--- src/t04Pkg.sv ---
package t04Pkg;

  // clock cycles between scan ticks, kept short for simulation
  localparam int scanDiv = 16;
  // full sweeps that must agree before a press or release counts
  localparam int debounceScans = 3;
  // write strobe low time in cycles
  localparam int wrLowCycles = 2;
  // write strobe high time before ack
  localparam int wrHighCycles = 2;

  // key number, row * 4 + column
  typedef logic [3:0] keyCodeT;
  // one line per matrix row or column, active low
  typedef logic [3:0] keyLineT;
  // byte on the screen data pins
  typedef logic [7:0] screenByteT;
  // 0 selects a command byte, 1 a data byte
  typedef logic busAdrT;

  // screen controller memory write command
  localparam screenByteT cmdMemWrite = 8'h2C;

  // scan divider count
  typedef logic [$clog2(scanDiv)-1:0] scanCntT;
  localparam scanCntT scanReload = scanCntT'(scanDiv - 1);

  // debounce sweep counters, saturate at debounceScans
  typedef logic [$clog2(debounceScans + 1)-1:0] debCntT;
  localparam debCntT debounceTop = debCntT'(debounceScans);

  // write strobe phase within one screen cycle
  typedef logic [$clog2(wrLowCycles + wrHighCycles)-1:0] phaseCntT;
  // last low phase, wrx rises after it
  localparam phaseCntT wrRiseAt = phaseCntT'(wrLowCycles - 1);
  // phase after which ack and csx rise
  localparam phaseCntT ackAt = phaseCntT'(wrLowCycles + wrHighCycles - 2);

  // key to screen sequencer
  typedef enum logic [1:0] {
    idle,
    sendCmd,
    sendData,
    done
  } screenFsmStateT;

endpackage
--- src/t04WbIf.sv ---
`timescale 1ns/100ps

// wishbone classic, write only, one byte wide
interface t04WbIf;
  logic cyc;
  logic stb;
  logic we;
  t04Pkg::busAdrT adr;
  t04Pkg::screenByteT datW;
  logic ack;

  // sequencer side
  modport master (
    output cyc,
    output stb,
    output we,
    output adr,
    output datW,
    input  ack
  );

  // screen pin side
  modport slave (
    input  cyc,
    input  stb,
    input  we,
    input  adr,
    input  datW,
    output ack
  );
endinterface

--- src/t04Top.sv ---
`timescale 1ns/100ps

module t04Top (
  input  logic clk,
  input  logic rstN,
  input  t04Pkg::keyLineT row,
  output t04Pkg::keyLineT column,
  output logic [4:0] button,
  output logic screenCsx,
  output logic screenDcx,
  output logic screenWrx,
  output t04Pkg::screenByteT screenData
);

  logic scanTick;
  logic keyValid;
  logic keyTaken;
  logic keyHeld;
  t04Pkg::keyCodeT keyCode;

  // sequencer to screen pins
  t04WbIf wb ();

  t04ScanTimer iScanTimer (
    .clk(clk),
    .rstN(rstN),
    .scanTick(scanTick)
  );

  t04KeypadScan iKeypadScan (
    .clk(clk),
    .rstN(rstN),
    .scanTick(scanTick),
    .row(row),
    .column(column),
    .keyValid(keyValid),
    .keyCode(keyCode),
    .keyTaken(keyTaken),
    .keyHeld(keyHeld)
  );

  t04ScreenFsm iScreenFsm (
    .clk(clk),
    .rstN(rstN),
    .keyValid(keyValid),
    .keyCode(keyCode),
    .keyTaken(keyTaken),
    .bus(wb.master)
  );

  t04ScreenBus iScreenBus (
    .clk(clk),
    .rstN(rstN),
    .bus(wb.slave),
    .screenCsx(screenCsx),
    .screenDcx(screenDcx),
    .screenWrx(screenWrx),
    .screenData(screenData)
  );

  // held flag above the last accepted key
  assign button = {keyHeld, keyCode};

endmodule

--- src/t04ScreenBus.sv ---
`timescale 1ns/100ps

module t04ScreenBus (
  input  logic clk,
  input  logic rstN,
  t04WbIf.slave bus,
  output logic screenCsx,
  output logic screenDcx,
  output logic screenWrx,
  output t04Pkg::screenByteT screenData
);

  // screen cycle in progress, including the ack cycle
  logic busy;
  t04Pkg::phaseCntT phase;
  logic startCycle;

  assign startCycle = !busy && bus.cyc && bus.stb && bus.we;

  always_ff @(posedge clk) begin
    if (!rstN) begin
      busy <= 1'b0;
      phase <= '0;
      screenCsx <= 1'b1;
      screenWrx <= 1'b1;
      bus.ack <= 1'b0;
    end else if (!busy) begin
      // csx and wrx fall together
      if (startCycle) begin
        busy <= 1'b1;
        phase <= '0;
        screenCsx <= 1'b0;
        screenWrx <= 1'b0;
      end
    end else begin
      phase <= phase + 1'b1;
      // rising wrx latches the byte in the controller
      if (phase == t04Pkg::wrRiseAt) screenWrx <= 1'b1;
      // ack in the last high cycle, chip deselected with it
      if (phase == t04Pkg::ackAt) begin
        bus.ack <= 1'b1;
        screenCsx <= 1'b1;
      end
      if (bus.ack) begin
        bus.ack <= 1'b0;
        busy <= 1'b0;
      end
    end
  end

  // byte and d/c held for the whole chip select window
  always_ff @(posedge clk) begin
    if (startCycle) begin
      screenDcx <= bus.adr;
      screenData <= bus.datW;
    end
  end

  dataStableWhileSelected: assert property (
    @(posedge clk) disable iff (!rstN)
    !screenCsx |=> screenCsx || $stable(screenData)
  );

endmodule

--- src/t04ScreenFsm.sv ---
`timescale 1ns/100ps

module t04ScreenFsm (
  input  logic clk,
  input  logic rstN,
  input  logic keyValid,
  input  t04Pkg::keyCodeT keyCode,
  output logic keyTaken,
  t04WbIf.master bus
);

  t04Pkg::screenFsmStateT state;
  // key being written
  t04Pkg::keyCodeT codeReg;

  // write-only master
  assign bus.we = bus.cyc;

  always_ff @(posedge clk) begin
    if (!rstN) begin
      state <= t04Pkg::idle;
      keyTaken <= 1'b0;
      bus.cyc <= 1'b0;
      bus.stb <= 1'b0;
    end else begin
      keyTaken <= 1'b0;
      case (state)
        t04Pkg::idle: begin
          // command cycle starts together with the handshake back
          if (keyValid) begin
            state <= t04Pkg::sendCmd;
            keyTaken <= 1'b1;
            bus.cyc <= 1'b1;
            bus.stb <= 1'b1;
          end
        end
        t04Pkg::sendCmd: begin
          if (bus.ack) begin
            state <= t04Pkg::sendData;
            bus.cyc <= 1'b0;
            bus.stb <= 1'b0;
          end
        end
        t04Pkg::sendData: begin
          // one idle bus cycle between the two transfers
          if (bus.ack) begin
            state <= t04Pkg::done;
            bus.cyc <= 1'b0;
            bus.stb <= 1'b0;
          end else if (!bus.cyc) begin
            bus.cyc <= 1'b1;
            bus.stb <= 1'b1;
          end
        end
        t04Pkg::done: begin
          state <= t04Pkg::idle;
        end
        default: begin
          state <= t04Pkg::idle;
        end
      endcase
    end
  end

  // address and data, stable from before stb until ack
  always_ff @(posedge clk) begin
    if (state == t04Pkg::idle && keyValid) begin
      codeReg <= keyCode;
      bus.adr <= 1'b0;
      bus.datW <= t04Pkg::cmdMemWrite;
    end else if (state == t04Pkg::sendCmd && bus.ack) begin
      // pixel is the key code in both nibbles
      bus.adr <= 1'b1;
      bus.datW <= {codeReg, codeReg};
    end
  end

  stbWithinCyc: assert property (
    @(posedge clk) disable iff (!rstN)
    bus.stb |-> bus.cyc
  );

endmodule

--- src/t04KeypadScan.sv ---
`timescale 1ns/100ps

module t04KeypadScan (
  input  logic clk,
  input  logic rstN,
  input  logic scanTick,
  input  t04Pkg::keyLineT row,
  output t04Pkg::keyLineT column,
  output logic keyValid,
  output t04Pkg::keyCodeT keyCode,
  input  logic keyTaken,
  output logic keyHeld
);

  // row synchronizer
  t04Pkg::keyLineT rowMeta;
  t04Pkg::keyLineT rowSync;
  // index of the column driven low
  logic [1:0] colIdx;
  // first hit within the current sweep
  logic sweepFound;
  t04Pkg::keyCodeT sweepCode;
  // key under debounce and its sweep counts
  t04Pkg::keyCodeT candCode;
  t04Pkg::debCntT pressCnt;
  t04Pkg::debCntT relCnt;
  // combinational sweep evaluation
  logic hitNow;
  t04Pkg::keyCodeT hitCode;
  logic sweepEnd;
  logic endFound;
  t04Pkg::keyCodeT endCode;
  t04Pkg::debCntT pressNext;
  t04Pkg::debCntT relNext;
  logic pressOk;
  logic releaseOk;

  always_comb begin
    hitNow = (rowSync != '1);
    hitCode = {2'd3, colIdx};
    // scan down so the lowest low row wins
    for (int r = 3; r >= 0; r--) begin
      if (!rowSync[r]) hitCode = {2'(r), colIdx};
    end
    // last column sampled on this tick closes the sweep
    sweepEnd = scanTick && (colIdx == 2'd3);
    endFound = sweepFound || hitNow;
    endCode = sweepFound ? sweepCode : hitCode;
    // press count, restarts on a different key
    if (!endFound) begin
      pressNext = '0;
    end else if (endCode == candCode && pressCnt != '0) begin
      pressNext = (pressCnt == t04Pkg::debounceTop) ? pressCnt : pressCnt + 1'b1;
    end else begin
      pressNext = t04Pkg::debCntT'(1);
    end
    // release count, any hit restarts it
    if (endFound) begin
      relNext = '0;
    end else begin
      relNext = (relCnt == t04Pkg::debounceTop) ? relCnt : relCnt + 1'b1;
    end
    pressOk = sweepEnd && (pressNext == t04Pkg::debounceTop) && !keyHeld;
    releaseOk = sweepEnd && (relNext == t04Pkg::debounceTop);
  end

  // payload, only read when the matching flag or count says so
  always_ff @(posedge clk) begin
    rowMeta <= row;
    rowSync <= rowMeta;
    if (scanTick && !sweepFound && hitNow) sweepCode <= hitCode;
    if (sweepEnd && endFound) candCode <= endCode;
  end

  always_ff @(posedge clk) begin
    if (!rstN) begin
      column <= 4'b1110;
      colIdx <= 2'd0;
      sweepFound <= 1'b0;
      pressCnt <= '0;
      relCnt <= '0;
      keyHeld <= 1'b0;
      keyValid <= 1'b0;
      keyCode <= '0;
    end else begin
      // rows sampled on this tick, then the column moves on
      if (scanTick) begin
        column <= {column[2:0], column[3]};
        colIdx <= colIdx + 2'd1;
        if (sweepEnd) begin
          sweepFound <= 1'b0;
        end else if (hitNow) begin
          sweepFound <= 1'b1;
        end
      end
      if (sweepEnd) begin
        pressCnt <= pressNext;
        relCnt <= relNext;
      end
      if (pressOk) begin
        keyHeld <= 1'b1;
      end else if (releaseOk) begin
        keyHeld <= 1'b0;
      end
      // a pending event blocks new presses
      if (keyTaken) begin
        keyValid <= 1'b0;
      end else if (pressOk && !keyValid) begin
        keyValid <= 1'b1;
        keyCode <= endCode;
      end
    end
  end

  // exactly one column driven low at any time
  columnOneHot: assert property (
    @(posedge clk) disable iff (!rstN)
    $onehot(~column)
  );

endmodule

--- src/t04ScanTimer.sv ---
`timescale 1ns/100ps

module t04ScanTimer (
  input  logic clk,
  input  logic rstN,
  output logic scanTick
);

  // counts down to zero, then reloads
  t04Pkg::scanCntT divCnt;

  always_ff @(posedge clk) begin
    if (!rstN) begin
      divCnt <= t04Pkg::scanReload;
    end else if (divCnt == '0) begin
      divCnt <= t04Pkg::scanReload;
    end else begin
      divCnt <= divCnt - 1'b1;
    end
  end

  // one cycle pulse at the bottom of the count
  assign scanTick = (divCnt == '0);

  // scanner expects isolated ticks, a double tick would skip a column
  tickIsPulse: assert property (
    @(posedge clk) disable iff (!rstN)
    scanTick |=> !scanTick
  );

endmodule

--- config.mk ---
export PLATFORM = sky130hd
export DESIGN_NAME = t04Top
export DESIGN_NICKNAME = d
export VERILOG_FILES = /design/src/t04Pkg.sv /design/src/t04WbIf.sv /design/src/t04Top.sv /design/src/t04ScreenBus.sv /design/src/t04ScreenFsm.sv /design/src/t04KeypadScan.sv /design/src/t04ScanTimer.sv
export SDC_FILE = /design/constraint.sdc
export NUM_CORES = 1
export LEC_CHECK = 0
export BUFFER_PORTS_ARGS = -buffer_cell sky130_fd_sc_hd__buf_4
export CORE_UTILIZATION = 54
export CTS_CLUSTER_SIZE = 16
export DETAILED_ROUTE_END_ITERATION = 7
export HOLD_SLACK_MARGIN = 0.15
export PLACE_DENSITY_LB_ADDON = 0.12
export SLEW_MARGIN = 10
export SYNTH_ARGS = -nofsm -noshare
export SYNTH_HDL_FRONTEND = slang
export SYNTH_SLANG_ARGS = --single-unit
--- constraint.sdc ---
create_clock -name clk -period 2 [get_ports clk]
set_input_delay 0.4 -clock clk [delete_from_list [all_inputs] [get_ports clk]]
set_output_delay 0.4 -clock clk [all_outputs]
set_load 0.03 [all_outputs]
---- Word level (Yosys, flattened, before mapping) ----
Cells that the tools add are included.
Widths: inputs -> output; s select.
word-level totals
  input bits .............................. 6
  output and inout bits ................... 20
  register bits after elaboration ......... 70
cells by class
  reduce and logical (&&, ||, !) cells .... 36
  multiplexer cells ....................... 36
  add/sub/neg operators ................... 5
  equality and inequality tests ........... 18
  bitwise gates (word level) .............. 2
operator list
  cell                 count
  $mux 2               10
  $mux 1               19
  $eq 2x2->1 const B   8
  $logic_and 1x1->1    14
  $mux 4               3
  $reduce_and 2->1     5
  $add 2x1->2 const B  4
  $pmux 2 s4           1
  $reduce_bool 2->1    4
  $ne 2x2->1 const B   3
  $pmux 1 s3           2
  $reduce_and 3->1     2
  $eq 2x1->1 const B   2
  $eq 4x4->1           1
  $logic_not 1->1      4
  $logic_not 4->1      1
  $ne 2x1->1 const B   2
  $ne 4x4->1 const B   1
  $reduce_and 4->1     1
  $reduce_or 2->1      2
  $sub 4x1->4 const B  1
  $mux 3               1
  $ne 3x2->1 const B   1
  $reduce_bool 3->1    1
  3 further kinds      4

---- Longest topological paths before layout ----
Gate-level depths: netlist (run 1).
  depth in word-level cells ............... 13
  depth in mapped cells ................... 8
  gate-level depth less buffers ........... 7

---- Modules after synthesis ----
Synthesis (run 1) repeated with hierarchy kept, for this count alone.
unflattened totals
  cells, all modules ...................... 241
  area total of the unflattened synthesis .. 2767.7 um^2
modules (own cells, without submodules)
  module         cells an instance  times used  sequential area each (um^2)  area each (um^2)
  t04KeypadScan  114                1           740.7                        1281.2
  t04ScreenFsm   68                 1           380.4                        740.7
  t04ScreenBus   40                 1           390.4                        569.3
  t04ScanTimer   18                 1           80.1                         168.9
  t04Top         1                  1           0.0                          7.5

---- Worst setup path after synthesis (run 1) ----
Ideal clock, no wire load.
  path kind ............................... reg2reg
  from .................................... register iScanTimer.divCnt[0]
  to ...................................... register iKeypadScan.keyCode[0]
  arrival ................................. 1.810 ns
  library setup time ...................... 0.072 ns
  required time ........................... 1.928 ns
  stages on the path, launching flop included .. 8
  setup slack ............................. 0.119 ns
  path through ............................ dfxtp_1 -> inv_1 -> ha_1 -> nor3b_2 -> o2111ai_1 -> or4_1 -> nor3_4 -> mux2i_1
between the ends
  word-level cells in the longest chain between the ends .. 6
RTL lines
  element                         RTL line              source
  start, declared                 t04ScanTimer.sv:10    t04Pkg::scanCntT divCnt;
  start signal, assigned          t04ScanTimer.sv:14    divCnt <= t04Pkg::scanReload;
  start signal, assigned          t04ScanTimer.sv:16    divCnt <= t04Pkg::scanReload;
  start signal, assigned          t04ScanTimer.sv:18    divCnt <= divCnt - 1'b1;
  $logic_not 4->1                 t04ScanTimer.sv:23    assign scanTick = (divCnt == '0);
  $logic_and 1x1->1               t04KeypadScan.sv:46   sweepEnd = scanTick && (colIdx == 2'd3);
  $logic_and 1x1->1 (2 in a row)  t04KeypadScan.sv:63   pressOk = sweepEnd && (pressNext == t04Pkg::debounceTop) && !keyHeld;
  $logic_and 1x1->1               t04KeypadScan.sv:108  end else if (pressOk && !keyValid) begin
  $reduce_and 2->1 (no line)      n/a
  end signal, assigned            t04KeypadScan.sv:110  keyCode <= endCode;
  end, declared                   t04KeypadScan.sv:10   output t04Pkg::keyCodeT keyCode,
Every way passes these cells.
A chain may end at the register's enable or synchronous reset.

---- Worst setup path after layout (run 1) ----
Same ends and word-level chain as after synthesis.

==> results.md, run 1 <==
- Initial Utilization: a little under three fifths
- Number of placement rows: 25
- Actual transition at the worst max-transition pin: roughly 470 ps
- Power per Cell Area: ~880 nW/um^2
- Total negative slack: 0 ps
- Area added between synthesis and finish: 20.5%
- Global route overflow: 0
- Clock root buffer: sky130_fd_sc_hd__clkbuf_8
- Critical path fanouts, max: 4
- Worst path required time: about 2300 ps
- Flops & latches, synth: between 60 and 70
- First-iteration detailed-routing DRC count: 70
- Final cycle utilization of the critical path: 94.7%
- Level count of the clock H-tree: 3
- Critical setup path kind: reg -> reg
- RePlAce Congestion: roughly 0.77
- Number of buffers created by CTS: 9
- Synthesized area per cell: roughly 11 sq um
- Number of endpoints with negative hold slack in the final report: 0
- Post-synthesis instance area: 2660 sq um
- Endpoint type of the worst setup path: flip-flop
- Post-Syn Nets: approximately 260
- Number of port buffers: 25
- Number of warnings printed during yosys synthesis: 0
- # diodes: 0
- Gr usage total: approximately 17%
- Ports placed on the boundary: 26
- CTS tree: yes
- Final design instance area without fill: approximately 3200 sq um
- DRC: 0
- Max Freq: around 530 MHz
- Clock Skew: about 6.6 ps
- Reported leakage power: between 1 and 1.5 nW
- Total Die Area: ~5200 sq um
- Initial antenna violation count: 0
- Status: finished, final reports clean
- Sequential area share after synthesis: 58.6%
- Wire length of the first global-routing pass: 6620 um
- CTS clk-pin slew, worst paths: 70 ps
- Core ar.: about 4700 sq um
- Total Power: between 2 and 3 mW
- Setup violators final: 0
- Drt total wl: around 4000 um
- First-pass detailed-route iteration total: 4
- Final Net Count: between 200 and 300
- Number of global-route vias before repair: ~1500
- Worst slew slack as a fraction of its limit: roughly 70%
- Synthesized netlist cell count: about 240
- Worst voltage drop across the vdd grid: slightly above 0.0006 V
- CP Data Arrival Time: 2160 ps
- Type of origin of the critical path: flip-flop
- Time the worst path needs with I/O delays and setup: ~1900 ps
- Layout cells sized above 1: between 20 and 25%
- Routed length per instance: between 10 and 15 um
- Post-Place Cell Area: around 2900 sq um
- Sink count of the clock tree: 68
- Final-report max-slew violation count: 0
- Worst slack on hold paths: ~330 ps
- Vias post-DR: 1701
- Count of max-cap constraint violations: 0
- Height of the die: 72.2 um
- Largest net degree at the start of global routing: 38
- Type of the worst min-delay path: reg -> reg
- Maximum buffer depth of the clock tree: 2
- Insertion delay of the later-clocked pin in the worst-skew pair: between 300 and 400 ps
- Count of distinct cell types in the synthesized netlist: between 40 and 50
- Remaining antenna violation count after routing: 0
- Via count normalized by instance count: a little under 5
- Die width: about 72 um
- Detail Placement HPWL: about 2700 um
## cell usage in the layout (no fill, tap or decap), types with 2 or more instances in the layout
| cell | count |
|---|---|
| sky130_fd_sc_hd__dlygate4sd3_1 | 4 |
| sky130_fd_sc_hd__inv_2 | 2 |
| sky130_fd_sc_hd__o21ai_0 | 3 |
| sky130_fd_sc_hd__mux2i_1 | 10 |
| sky130_fd_sc_hd__dfxtp_1 | 46 |
| sky130_fd_sc_hd__inv_1 | 7 |
| sky130_fd_sc_hd__ha_1 | 7 |
| sky130_fd_sc_hd__clkbuf_8 | 9 |
| sky130_fd_sc_hd__xnor2_4 | 2 |
| sky130_fd_sc_hd__mux2_4 | 2 |
| sky130_fd_sc_hd__edfxtp_1 | 20 |
| sky130_fd_sc_hd__and2_1 | 6 |
| sky130_fd_sc_hd__nor2_1 | 10 |
| sky130_fd_sc_hd__nand2b_1 | 2 |
| sky130_fd_sc_hd__o21ai_1 | 2 |
| sky130_fd_sc_hd__a21oi_1 | 15 |
| sky130_fd_sc_hd__bufinv_16 | 2 |
| sky130_fd_sc_hd__nand3b_1 | 2 |
| sky130_fd_sc_hd__xnor2_1 | 2 |
| sky130_fd_sc_hd__buf_4 | 32 |
| sky130_fd_sc_hd__nor4_1 | 2 |
| sky130_fd_sc_hd__o21a_1 | 2 |
| sky130_fd_sc_hd__o31ai_1 | 2 |
| sky130_fd_sc_hd__clkinv_2 | 3 |
| sky130_fd_sc_hd__a21boi_1 | 2 |
| sky130_fd_sc_hd__a21boi_0 | 2 |
| sky130_fd_sc_hd__nor2b_1 | 8 |
| sky130_fd_sc_hd__dfxtp_2 | 2 |
| sky130_fd_sc_hd__nand3_1 | 13 |
| sky130_fd_sc_hd__nand2_1 | 40 |
## metal layers
metal	part of all wire [%]	routed length, um	GRT usage (%)
met4	2.4	96	12.4
met1	47	1890	20.3
met2	47	1900	26.8
met3	2.9	115	4.58
met5	0	0	0
## Yosys cell counts
library cell,number,area [sq um]
sky130_fd_sc_hd__nor3b_1,1,7.51
sky130_fd_sc_hd__nand3_1,13,65.1
sky130_fd_sc_hd__a21boi_1,2,15.0
sky130_fd_sc_hd__a21oi_1,15,75.1
sky130_fd_sc_hd__o2111ai_1,1,8.76
sky130_fd_sc_hd__xor2_1,1,8.76
sky130_fd_sc_hd__nand2_1,40,150
sky130_fd_sc_hd__buf_6,1,11.3
sky130_fd_sc_hd__o41ai_1,1,8.76
sky130_fd_sc_hd__mux2_4,2,30.0
sky130_fd_sc_hd__o31ai_1,2,15.0
sky130_fd_sc_hd__nand2b_1,2,12.5
sky130_fd_sc_hd__clkbuf_1,7,26.3
sky130_fd_sc_hd__dfxtp_1,48,961
sky130_fd_sc_hd__ha_1,8,100
sky130_fd_sc_hd__nor2_1,10,37.5
sky130_fd_sc_hd__o211a_1,1,10.0
sky130_fd_sc_hd__o21a_1,2,15.0
sky130_fd_sc_hd__o21bai_1,1,7.51
sky130_fd_sc_hd__inv_1,9,33.8
sky130_fd_sc_hd__nor3_4,1,16.3
sky130_fd_sc_hd__nand4b_4,1,23.8
sky130_fd_sc_hd__and3_1,1,6.26
sky130_fd_sc_hd__nor3b_2,1,12.5
sky130_fd_sc_hd__xnor2_1,2,17.5
sky130_fd_sc_hd__edfxtp_1,20,601
sky130_fd_sc_hd__a31oi_1,1,6.26
sky130_fd_sc_hd__buf_4,3,22.5
sky130_fd_sc_hd__o21ai_1,2,10.0
sky130_fd_sc_hd__nor3_1,1,5.00
sky130_fd_sc_hd__a21boi_0,2,15.0
sky130_fd_sc_hd__or4_1,2,15.0
sky130_fd_sc_hd__nor2b_1,8,50.1
sky130_fd_sc_hd__nand3b_1,2,15.0
sky130_fd_sc_hd__nand2_4,1,11.3
sky130_fd_sc_hd__xnor2_4,2,55.1
sky130_fd_sc_hd__o21ai_0,3,15.0
sky130_fd_sc_hd__o22ai_1,1,6.26
sky130_fd_sc_hd__mux2i_1,10,100
sky130_fd_sc_hd__and2_1,6,37.5
sky130_fd_sc_hd__nor4_1,2,12.5
sky130_fd_sc_hd__buf_1,1,3.75
sky130_fd_sc_hd__nand4_1,1,6.26
## sequential cells by signal, indices dropped and copies added, names as in the netlist, 4 cells and up
name,cells
iKeypadScan.candCode,4
iKeypadScan.column,4
iKeypadScan.keyCode,4
iKeypadScan.rowMeta,4
iKeypadScan.rowSync,4
iKeypadScan.sweepCode,4
iScanTimer.divCnt,4
iScreenBus.screenData,7
iScreenFsm.bus.datW,7
iScreenFsm.codeReg,4
## layout make-up
type / count / area, sq um
clock inverter: 7 / 91.3
timing repair buffer: 36 / 280
multi-input combinational: 152 / 1030
tap: 67 / 83.8
sequential: 68 / 1560
fill: 368 / 1510
inverter: 9 / 33.8
clock buffer: 9 / 124
## stage by stage
stage	util, %	std cells	setup slack [ps]
after floorplan	-	241	119
after global placement	61.9	328	74.4
after detailed placement	61.9	328	47.3
after CTS	67.1	347	42.7
after global routing	67.9	348	-3.62
final	67.9	348	106
## worst paths after layout
| kind | from | to | slack [ps] | cells after the start |
|---|---|---|---|---|
| worst max register to register | iScanTimer.divCnt[0] | iKeypadScan.keyCode[0] | 110 | 7 |
| worst min-delay path | iKeypadScan.rowMeta[0] | iKeypadScan.rowSync[0] | 330 | 0 |
| worst max-delay path | iScanTimer.divCnt[0] | iKeypadScan.keyCode[0] | 110 | 7 |
| worst min register to register | iKeypadScan.rowMeta[0] | iKeypadScan.rowSync[0] | 330 | 0 |
## cell families after synthesis
kind of cell | Yosys count | synth area share [%]
simple gates | 93 | 18.2
flops | 68 | 58.6
compound gates | 34 | 7.80
buf+inv | 21 | 3.67
mux | 12 | 4.89
fa+ha+maj | 8 | 3.76
xor+xnor | 5 | 3.05
## power by group
group | total, mW | switching [mW] | internal [mW]
sequential | 1.47 | 0.0237 | 1.45
combinational | 0.184 | 0.0993 | 0.0843
clock | 1.18 | 0.487 | 0.696
total | 2.84 | 0.610 | 2.23
## worst max-delay path, cell delays in order (launching register included)
cell and delay (ps):
sky130_fd_sc_hd__dfxtp_2 320, sky130_fd_sc_hd__inv_2 60, sky130_fd_sc_hd__ha_4 130, sky130_fd_sc_hd__nor3b_4 200, sky130_fd_sc_hd__o2111ai_2 150, sky130_fd_sc_hd__or4_4 510
sky130_fd_sc_hd__nor3_4 250, sky130_fd_sc_hd__mux2i_1 210
## what timing repair did
| action | 4_1_cts | 5_1_grt |
|---|---|---|
| setup endpoints to repair | 0 | 4 |
| buffers inserted | 0 | 0 |
| gates resized for setup | 0 | 9 |
| hold buffers | 3 | 1 |
| hold endpoints to repair | 3 | 1 |
No activity file was read; power rests on OpenSTA's default activity.
==> inputs of run 2 (changes only) <==
--- a/config.mk
+++ b/config.mk
@@ -9,7 +9,7 @@
 export CORE_UTILIZATION = 54
 export CTS_CLUSTER_SIZE = 16
 export DETAILED_ROUTE_END_ITERATION = 7
-export HOLD_SLACK_MARGIN = 0.15
+export HOLD_SLACK_MARGIN = 0.03
 export PLACE_DENSITY_LB_ADDON = 0.12
 export SLEW_MARGIN = 10
 export SYNTH_ARGS = -nofsm -noshare
==> constraint.sdc (replaced) <==
create_clock -name clk -period 2.4 [get_ports clk]
set_input_delay 0.48 -clock clk [delete_from_list [all_inputs] [get_ports clk]]
set_output_delay 0.48 -clock clk [all_outputs]
set_load 0.03 [all_outputs]
==> run 2 against run 1 <==
Global-route usage rose by 0.29 points. Largest cell class unchanged. Highest routed layer unchanged. Cell area fell by 3.1%. Critical path depth did not move. Combinational power fell by 28%. Sequential share of layout area rose by 1.5 points. Worst hold slack got worse by 77 ps. Maximum frequency fell by 9.8%. Clock power fell by 13%.
==> results.md, run 2 (synthesis results as in run 1) <==
- Wire length of the first global-routing pass: 6940 um (+4.9%)
- Area added between synthesis and finish: 16.8%
- Insertion delay of the later-clocked pin in the worst-skew pair: 330 ps (about the same)
- Detail Placement HPWL: 2700 um (+1.3%)
- RSZ-0062 raised after global routing: no
- Actual transition at the worst max-transition pin: 476 ps (+9.93 ps)
- Power per Cell Area: 767 nW/um^2 (-13%)
- Number of global-route vias before repair: 1587 (+4.8%)
- RePlAce Congestion: 0.765 (-0.36%)
- Final-report max-slew violation count: 0 (unchanged)
- Drt total wl: 4000 um (+0.20%)
- Total negative slack: 0 ps (unchanged)
- Number of placement rows: 25 (unchanged)
- Final Net Count: 281 (-3.1%)
- Vias post-DR: 1697 (-0.24%)
- # diodes: 0 (unchanged)
- Worst voltage drop across the vdd grid: 0.000494 V (-20%)
- Ports placed on the boundary: 26 (unchanged)
- Post-Place Cell Area: 2890 sq um (-1.3%)
- Number of buffers created by CTS: 9 (unchanged)
- Level count of the clock H-tree: 3 (unchanged)
- Routed length per instance: 11.8 um (+2.9%)
- Sequential share of power: 51.4% (-0.4 points)
- CTS clk-pin slew, worst paths: 70 ps (about the same)
- Height of the die: 72.2 um (unchanged)
- Worst path required time: 2660 ps (+400 ps)
- Sw Pwr: 514 uW (-16%)
- Type of origin of the critical path: flip-flop
- Setup violators final: 0 (unchanged)
- CTS tree: yes
- First-iteration detailed-routing DRC count: 67 (-4.3%)
- Clock root buffer: sky130_fd_sc_hd__clkbuf_8
- Top library cells by usage in the layout, fill and taps aside: sky130_fd_sc_hd__dfxtp_1, sky130_fd_sc_hd__nand2_1, sky130_fd_sc_hd__buf_4
- Number of gates given a new drive strength after cts: 0 (unchanged)
- Global route overflow: 0 (unchanged)
- CP Data Arrival Time: 2350 ps (+190 ps)
- Total Die Area: 5220 sq um (unchanged)
- Number of fillers in the final layout: 400 (+8.7%)
- Registers with the most flip-flops: iScreenBus.screenData: 7 flops, iScreenFsm.bus.datW: 7 flops
- Max Freq: 476 MHz (-9.8%)
- Internal portion of total power: 1.87 mW (-16%)
- Maximum buffer depth of the clock tree: 2 (unchanged)
- Final cycle utilization of the critical path: 87.5% (-7.2 points)
- CTS Hold Bufs: 0 (-3)
- Endpoint type of the worst setup path: flip-flop
- Layout cells sized above 1: 18.4% (-4.0 points)
- Number of endpoints with negative hold slack in the final report: 0 (unchanged)
- Switching fraction of total power: 21.5% (about the same)
- Combinational power share: 5.5% (-1.0 points)
- Remaining antenna violation count after routing: 0 (unchanged)
- Type of the worst min-delay path: in -> reg
- Number of port buffers: 25 (unchanged)
- Critical setup path kind: reg -> reg
- Count of max-cap constraint violations: 0 (unchanged)
- Gr usage total: 17.4% (+0.29 points)
- Time the worst path needs with I/O delays and setup: 2100 ps (+205 ps)
- Final design instance area without fill: 3110 sq um (-3.1%)
- Largest net degree at the start of global routing: 38 (unchanged)
- Final core utilization: 65.9% (-2.1 points)
- Critical path fanouts, max: 4 (unchanged)
- Core ar.: 4720 sq um (unchanged)
- Via count normalized by instance count: 5.01 (+2.4%)
- Status: finished, final reports clean
- Clock Skew: 6.66 ps (+0.0471 ps)
- First-pass detailed-route iteration total: 4 (unchanged)
- Die width: 72.2 um (unchanged)
- Initial Utilization: 56.4% (unchanged)
- Post-CTS setup repair buffer count: 0 (unchanged)
- Reported leakage power: 1.21 nW (-4.7%)
- Worst slack on hold paths: 251 ps (-77.5 ps)
- Most common library cell in the layout ignoring fill and taps: sky130_fd_sc_hd__dfxtp_1
- Worst slew slack as a fraction of its limit: 68.1% (-0.66 points)
- Sink count of the clock tree: 68 (unchanged)
- DRC: 0 (unchanged)
- Clk network pwr share: 43.1% (+1.4 points)
- Initial antenna violation count: 0 (unchanged)
## run 2: changes by cell type in the layout (fill, tap and decap cells not counted), moves of 2 or more
| cell | before | now |
|---|---|---|
| sky130_fd_sc_hd__buf_4 | 32 | 27 |
| sky130_fd_sc_hd__dfxtp_1 | 46 | 48 |
| sky130_fd_sc_hd__inv_1 | 7 | 9 |
| sky130_fd_sc_hd__dlygate4sd3_1 | 4 | 0 |
| sky130_fd_sc_hd__inv_2 | 2 | 0 |
| sky130_fd_sc_hd__clkinv_2 | 3 | 0 |
| sky130_fd_sc_hd__dfxtp_2 | 2 | 0 |
## run 2: power by group through the flow
stage | combinational, mW | sequential [mW] | clock, mW
floorplan | 0.101 | 1.25 | 0
global placement | 0.131 | 1.25 | 0
detailed placement | 0.133 | 1.25 | 0
CTS | 0.134 | 1.23 | 1.05
global route | 0.150 | 1.23 | 1.10
finish | 0.132 | 1.23 | 1.03
## run 2: cell type report
cell class              count  area, sq um  share of cell area, %
clock buffers              10          138                   4.42
repair buffers             27          203                   6.52
flip-flops and latches     68         1560                   50.2
multi-input cells         152         1000                   32.3
clock inverters             6         87.6                   2.82
inverters                   9         33.8                   1.09
well taps                  67         83.8                   2.70
## run 2: through the flow
step	setup slack (ps)	instances	total power, mW
finish	301	339	2.39
floorplan	519	241	1.35
CTS	282	339	2.41
global placement	395	323	1.38
detailed placement	305	323	1.38
global route	57.4	339	2.48
## run 2: routing by layer
metal | global-route usage, % | vias to the layer above | wire, um
li1 | - | 883 | -
met5 | 0 | - | 0
met1 | 20.8 | 783 | 1900
met2 | 29.4 | 26 | 1930
met4 | 8.50 | 0 | 46
met3 | 4.17 | 5 | 120
## run 2: worst paths after layout
check                               from                      to  slack (ps)  depth (start not counted)
setup / recovery    iScanTimer.divCnt[0]  iKeypadScan.keyCode[0]         300                          7
hold / removal                    row[1]  iKeypadScan.rowMeta[1]         250                          1
setup reg to reg    iScanTimer.divCnt[0]  iKeypadScan.keyCode[0]         300                          7
hold reg to reg   iKeypadScan.rowMeta[0]  iKeypadScan.rowSync[0]         330                          0
## run 2: critical path, stage by stage, from the launching register on
cell                        delay, ps
sky130_fd_sc_hd__dfxtp_1          340
sky130_fd_sc_hd__inv_1             60
sky130_fd_sc_hd__ha_1             210
sky130_fd_sc_hd__nor3b_2          220
sky130_fd_sc_hd__o2111ai_1        170
sky130_fd_sc_hd__or4_1            550
sky130_fd_sc_hd__nor3_4           260
sky130_fd_sc_hd__mux2i_1          210
==> inputs of run 3 (changes only) <==
==> constraint.sdc (replaced) <==
create_clock -name clk -period 2.5 [get_ports clk]
set_input_delay 0.5 -clock clk [delete_from_list [all_inputs] [get_ports clk]]
set_output_delay 0.5 -clock clk [all_outputs]
set_load 0.03 [all_outputs]
==> run 3 against run 2 <==
Setup slack better by 110 ps. First-iteration DRC count is 16% lower. Critical path depth is the same. Final cell count is 0.29% lower. Sequential share of layout area is 0.37 points higher. Combinational power decreased by 3%. Sequential cell count unchanged. Clock power shrank 11%.
==> results.md, run 3 (synthesis results as in run 1) <==
- First-pass detailed-route iteration total: 4 (unchanged)
- Type of the worst min-delay path: in -> reg
- Wire length of the first global-routing pass: 7160 um (+3.1%)
- Max Freq: 478 MHz (+0.31%)
- CTS clk-pin slew, worst paths: 70 ps (about the same)
- Worst path required time: 2770 ps (+110 ps)
- RSZ-0062 raised after global routing: no
- Final design instance area without fill: 3090 sq um (-0.72%)
- Cell family with most CP delay: simple AND/OR/NAND/NOR gates
- CP Data Arrival Time: 2360 ps (about the same)
- CTS Hold Bufs: 0 (unchanged)
- Number of port buffers: 25 (unchanged)
- Type of origin of the critical path: flip-flop
- Number of gates given a new drive strength after cts: 0 (unchanged)
- DRC: 0 (unchanged)
- Final core utilization: 65.4% (-0.48 points)
- Ports placed on the boundary: 26 (unchanged)
- Initial Utilization: 56.4% (unchanged)
- Crit-path cells: inv_1 -> ha_1 -> nor3b_2 -> o2111ai_1 -> or4_1 -> nor3_4 -> mux2i_1
- Vias post-DR: 1686 (-0.65%)
- Status: finished, final reports clean
- Critical path fanouts, max: 4 (unchanged)
- RePlAce Congestion: 0.766 (+0.18%)
- Area occupied by registers: 1560 sq um (unchanged)
- Reported leakage power: 1.20 nW (-0.80%)
- Global route overflow: 0 (unchanged)
- Total Die Area: 5220 sq um (unchanged)
- Number of endpoints with negative hold slack in the final report: 0 (unchanged)
- Drt total wl: 4080 um (+1.8%)
- Maximum buffer depth of the clock tree: 2 (unchanged)
- Cell type of the slowest stage on the worst timing path: sky130_fd_sc_hd__or4_1
- Post-CTS setup repair buffer count: 0 (unchanged)
- CTS tree: yes
- Most common library cell in the layout ignoring fill and taps: sky130_fd_sc_hd__dfxtp_1
- Level count of the clock H-tree: 3 (unchanged)
- Height of the die: 72.2 um (unchanged)
- Final cell count without fillers: 338 (-0.29%)
- Clock root buffer: sky130_fd_sc_hd__clkbuf_8
- Gr usage total: 18.4% (+1.1 points)
- Layout cells sized above 1: 18.5% (+0.068 points)
- Total Power: 2.22 mW (-6.9%)
- Time the worst path needs with I/O delays and setup: 2090 ps (-6.49 ps)
- Worst slew slack as a fraction of its limit: 42.5% (-26 points)
- Detail Placement HPWL: 2910 um (+7.7%)
- Power per Cell Area: 720 nW/um^2 (-6.2%)
- Initial antenna violation count: 0 (unchanged)
- Number of global-route vias before repair: 1623 (+2.3%)
- Final-report max-slew violation count: 0 (unchanged)
- Final Net Count: 280 (-0.36%)
- # diodes: 0 (unchanged)
- Core ar.: 4720 sq um (unchanged)
- Top library cells by usage in the layout, fill and taps aside: sky130_fd_sc_hd__dfxtp_1, sky130_fd_sc_hd__nand2_1, sky130_fd_sc_hd__buf_4
- Insertion delay of the later-clocked pin in the worst-skew pair: 340 ps (about the same)
- Number of buffer and inverter instances along the worst setup path: 1 (unchanged)
- Actual transition at the worst max-transition pin: 860 ps (+384 ps)
- Largest net degree at the start of global routing: 38 (unchanged)
- Routed length per instance: 12.1 um (+2.1%)
- Total negative slack: 0 ps (unchanged)
- Via count normalized by instance count: 4.99 (-0.35%)
- Final cycle utilization of the critical path: 83.7% (-3.8 points)
- Worst voltage drop across the vdd grid: 0.000476 V (-3.6%)
- Setup violators final: 0 (unchanged)
- Endpoint type of the worst setup path: flip-flop
- Die width: 72.2 um (unchanged)
- Area added between synthesis and finish: 16.0%
- Number of fillers in the final layout: 389 (-2.8%)
- Worst path max stage delay: 540 ps (about the same)
- Post-Place Cell Area: 2880 sq um (-0.26%)
- Post-Place Cells: 322 (-0.31%)
- Number of placement rows: 25 (unchanged)
- Multi-input gate area: 1000 sq um (unchanged)
- Critical setup path kind: reg -> reg
- Number of buffers created by CTS: 9 (unchanged)
- Count of max-cap constraint violations: 0 (unchanged)
- Registers with the most flip-flops: iScreenBus.screenData: 7 flops, iScreenFsm.bus.datW: 7 flops
- Reg-to-reg slack, setup: 410 ps (+110 ps)
- Clock Skew: 8.41 ps (+1.75 ps)
- Remaining antenna violation count after routing: 0 (unchanged)
- First-iteration detailed-routing DRC count: 56 (-16%)
- Sink count of the clock tree: 68 (unchanged)
## run 3: changes by cell type in the layout (fill, tap and decap cells not counted), sizes merged
| cell | change |
|---|---|
| clkbuf | +1 |
| buf | -1 |
| clkinv | -1 |
| inv | +1 |
| bufinv | -1 |
## run 3: where the power goes
group          switching, mW  internal, mW  total (mW)  leakage [nW]
logic                 0.0737        0.0539       0.128         0.527
clock network          0.402         0.516       0.918         0.102
registers             0.0188          1.16        1.18         0.569
total                  0.494          1.73        2.22          1.20
## run 3: worst reg2reg max path, delay by kind of cell, from the launching register on
family | cells | cell delay, ps
flip-flops | 1 | 330
adder cells (fa/ha/maj) | 1 | 210
AO/OA/AOI/OAI | 1 | 190
AND/OR/NAND/NOR | 3 | 1030
buffers and inverters | 1 | 60
multiplexers | 1 | 220
## run 3: worst paths after layout
path                           from                endpoint  depth (start not counted)
min reg2reg  iKeypadScan.rowMeta[2]  iKeypadScan.rowSync[2]                          0
max reg2reg    iScanTimer.divCnt[0]  iKeypadScan.keyCode[0]                          7
max            iScanTimer.divCnt[0]  iKeypadScan.keyCode[0]                          7
min                          row[1]  iKeypadScan.rowMeta[1]                          1
## run 3: area by class of cell
| cell class | instances | share of cell area (%) |
|---|---|---|
| repair buffers | 26 | 6.32 |
| clock inverters | 5 | 1.90 |
| multi-input cells | 152 | 32.5 |
| flip-flops and latches | 68 | 50.6 |
| well taps | 67 | 2.71 |
| inverters | 9 | 1.09 |
| clock buffers | 11 | 4.90 |
## run 3: per-layer routing
layer	share of wire [%]	vias to the layer above	GRT usage, %	wire length (um)
met5	0	-	0	0
met3	3.2	8	4.86	129
li1	-	872	-	-
met1	44	780	21.0	1810
met4	1.8	0	11.5	74
met2	51	26	30.8	2070
## run 3: stage by stage
step / setup slack [ps] / hold WS (ps)
after floorplan: 619 / 310
after global placement: 496 / 310
after detailed placement: 413 / 315
after CTS: 393 / 245
after global routing: 230 / 246
final: 407 / 263
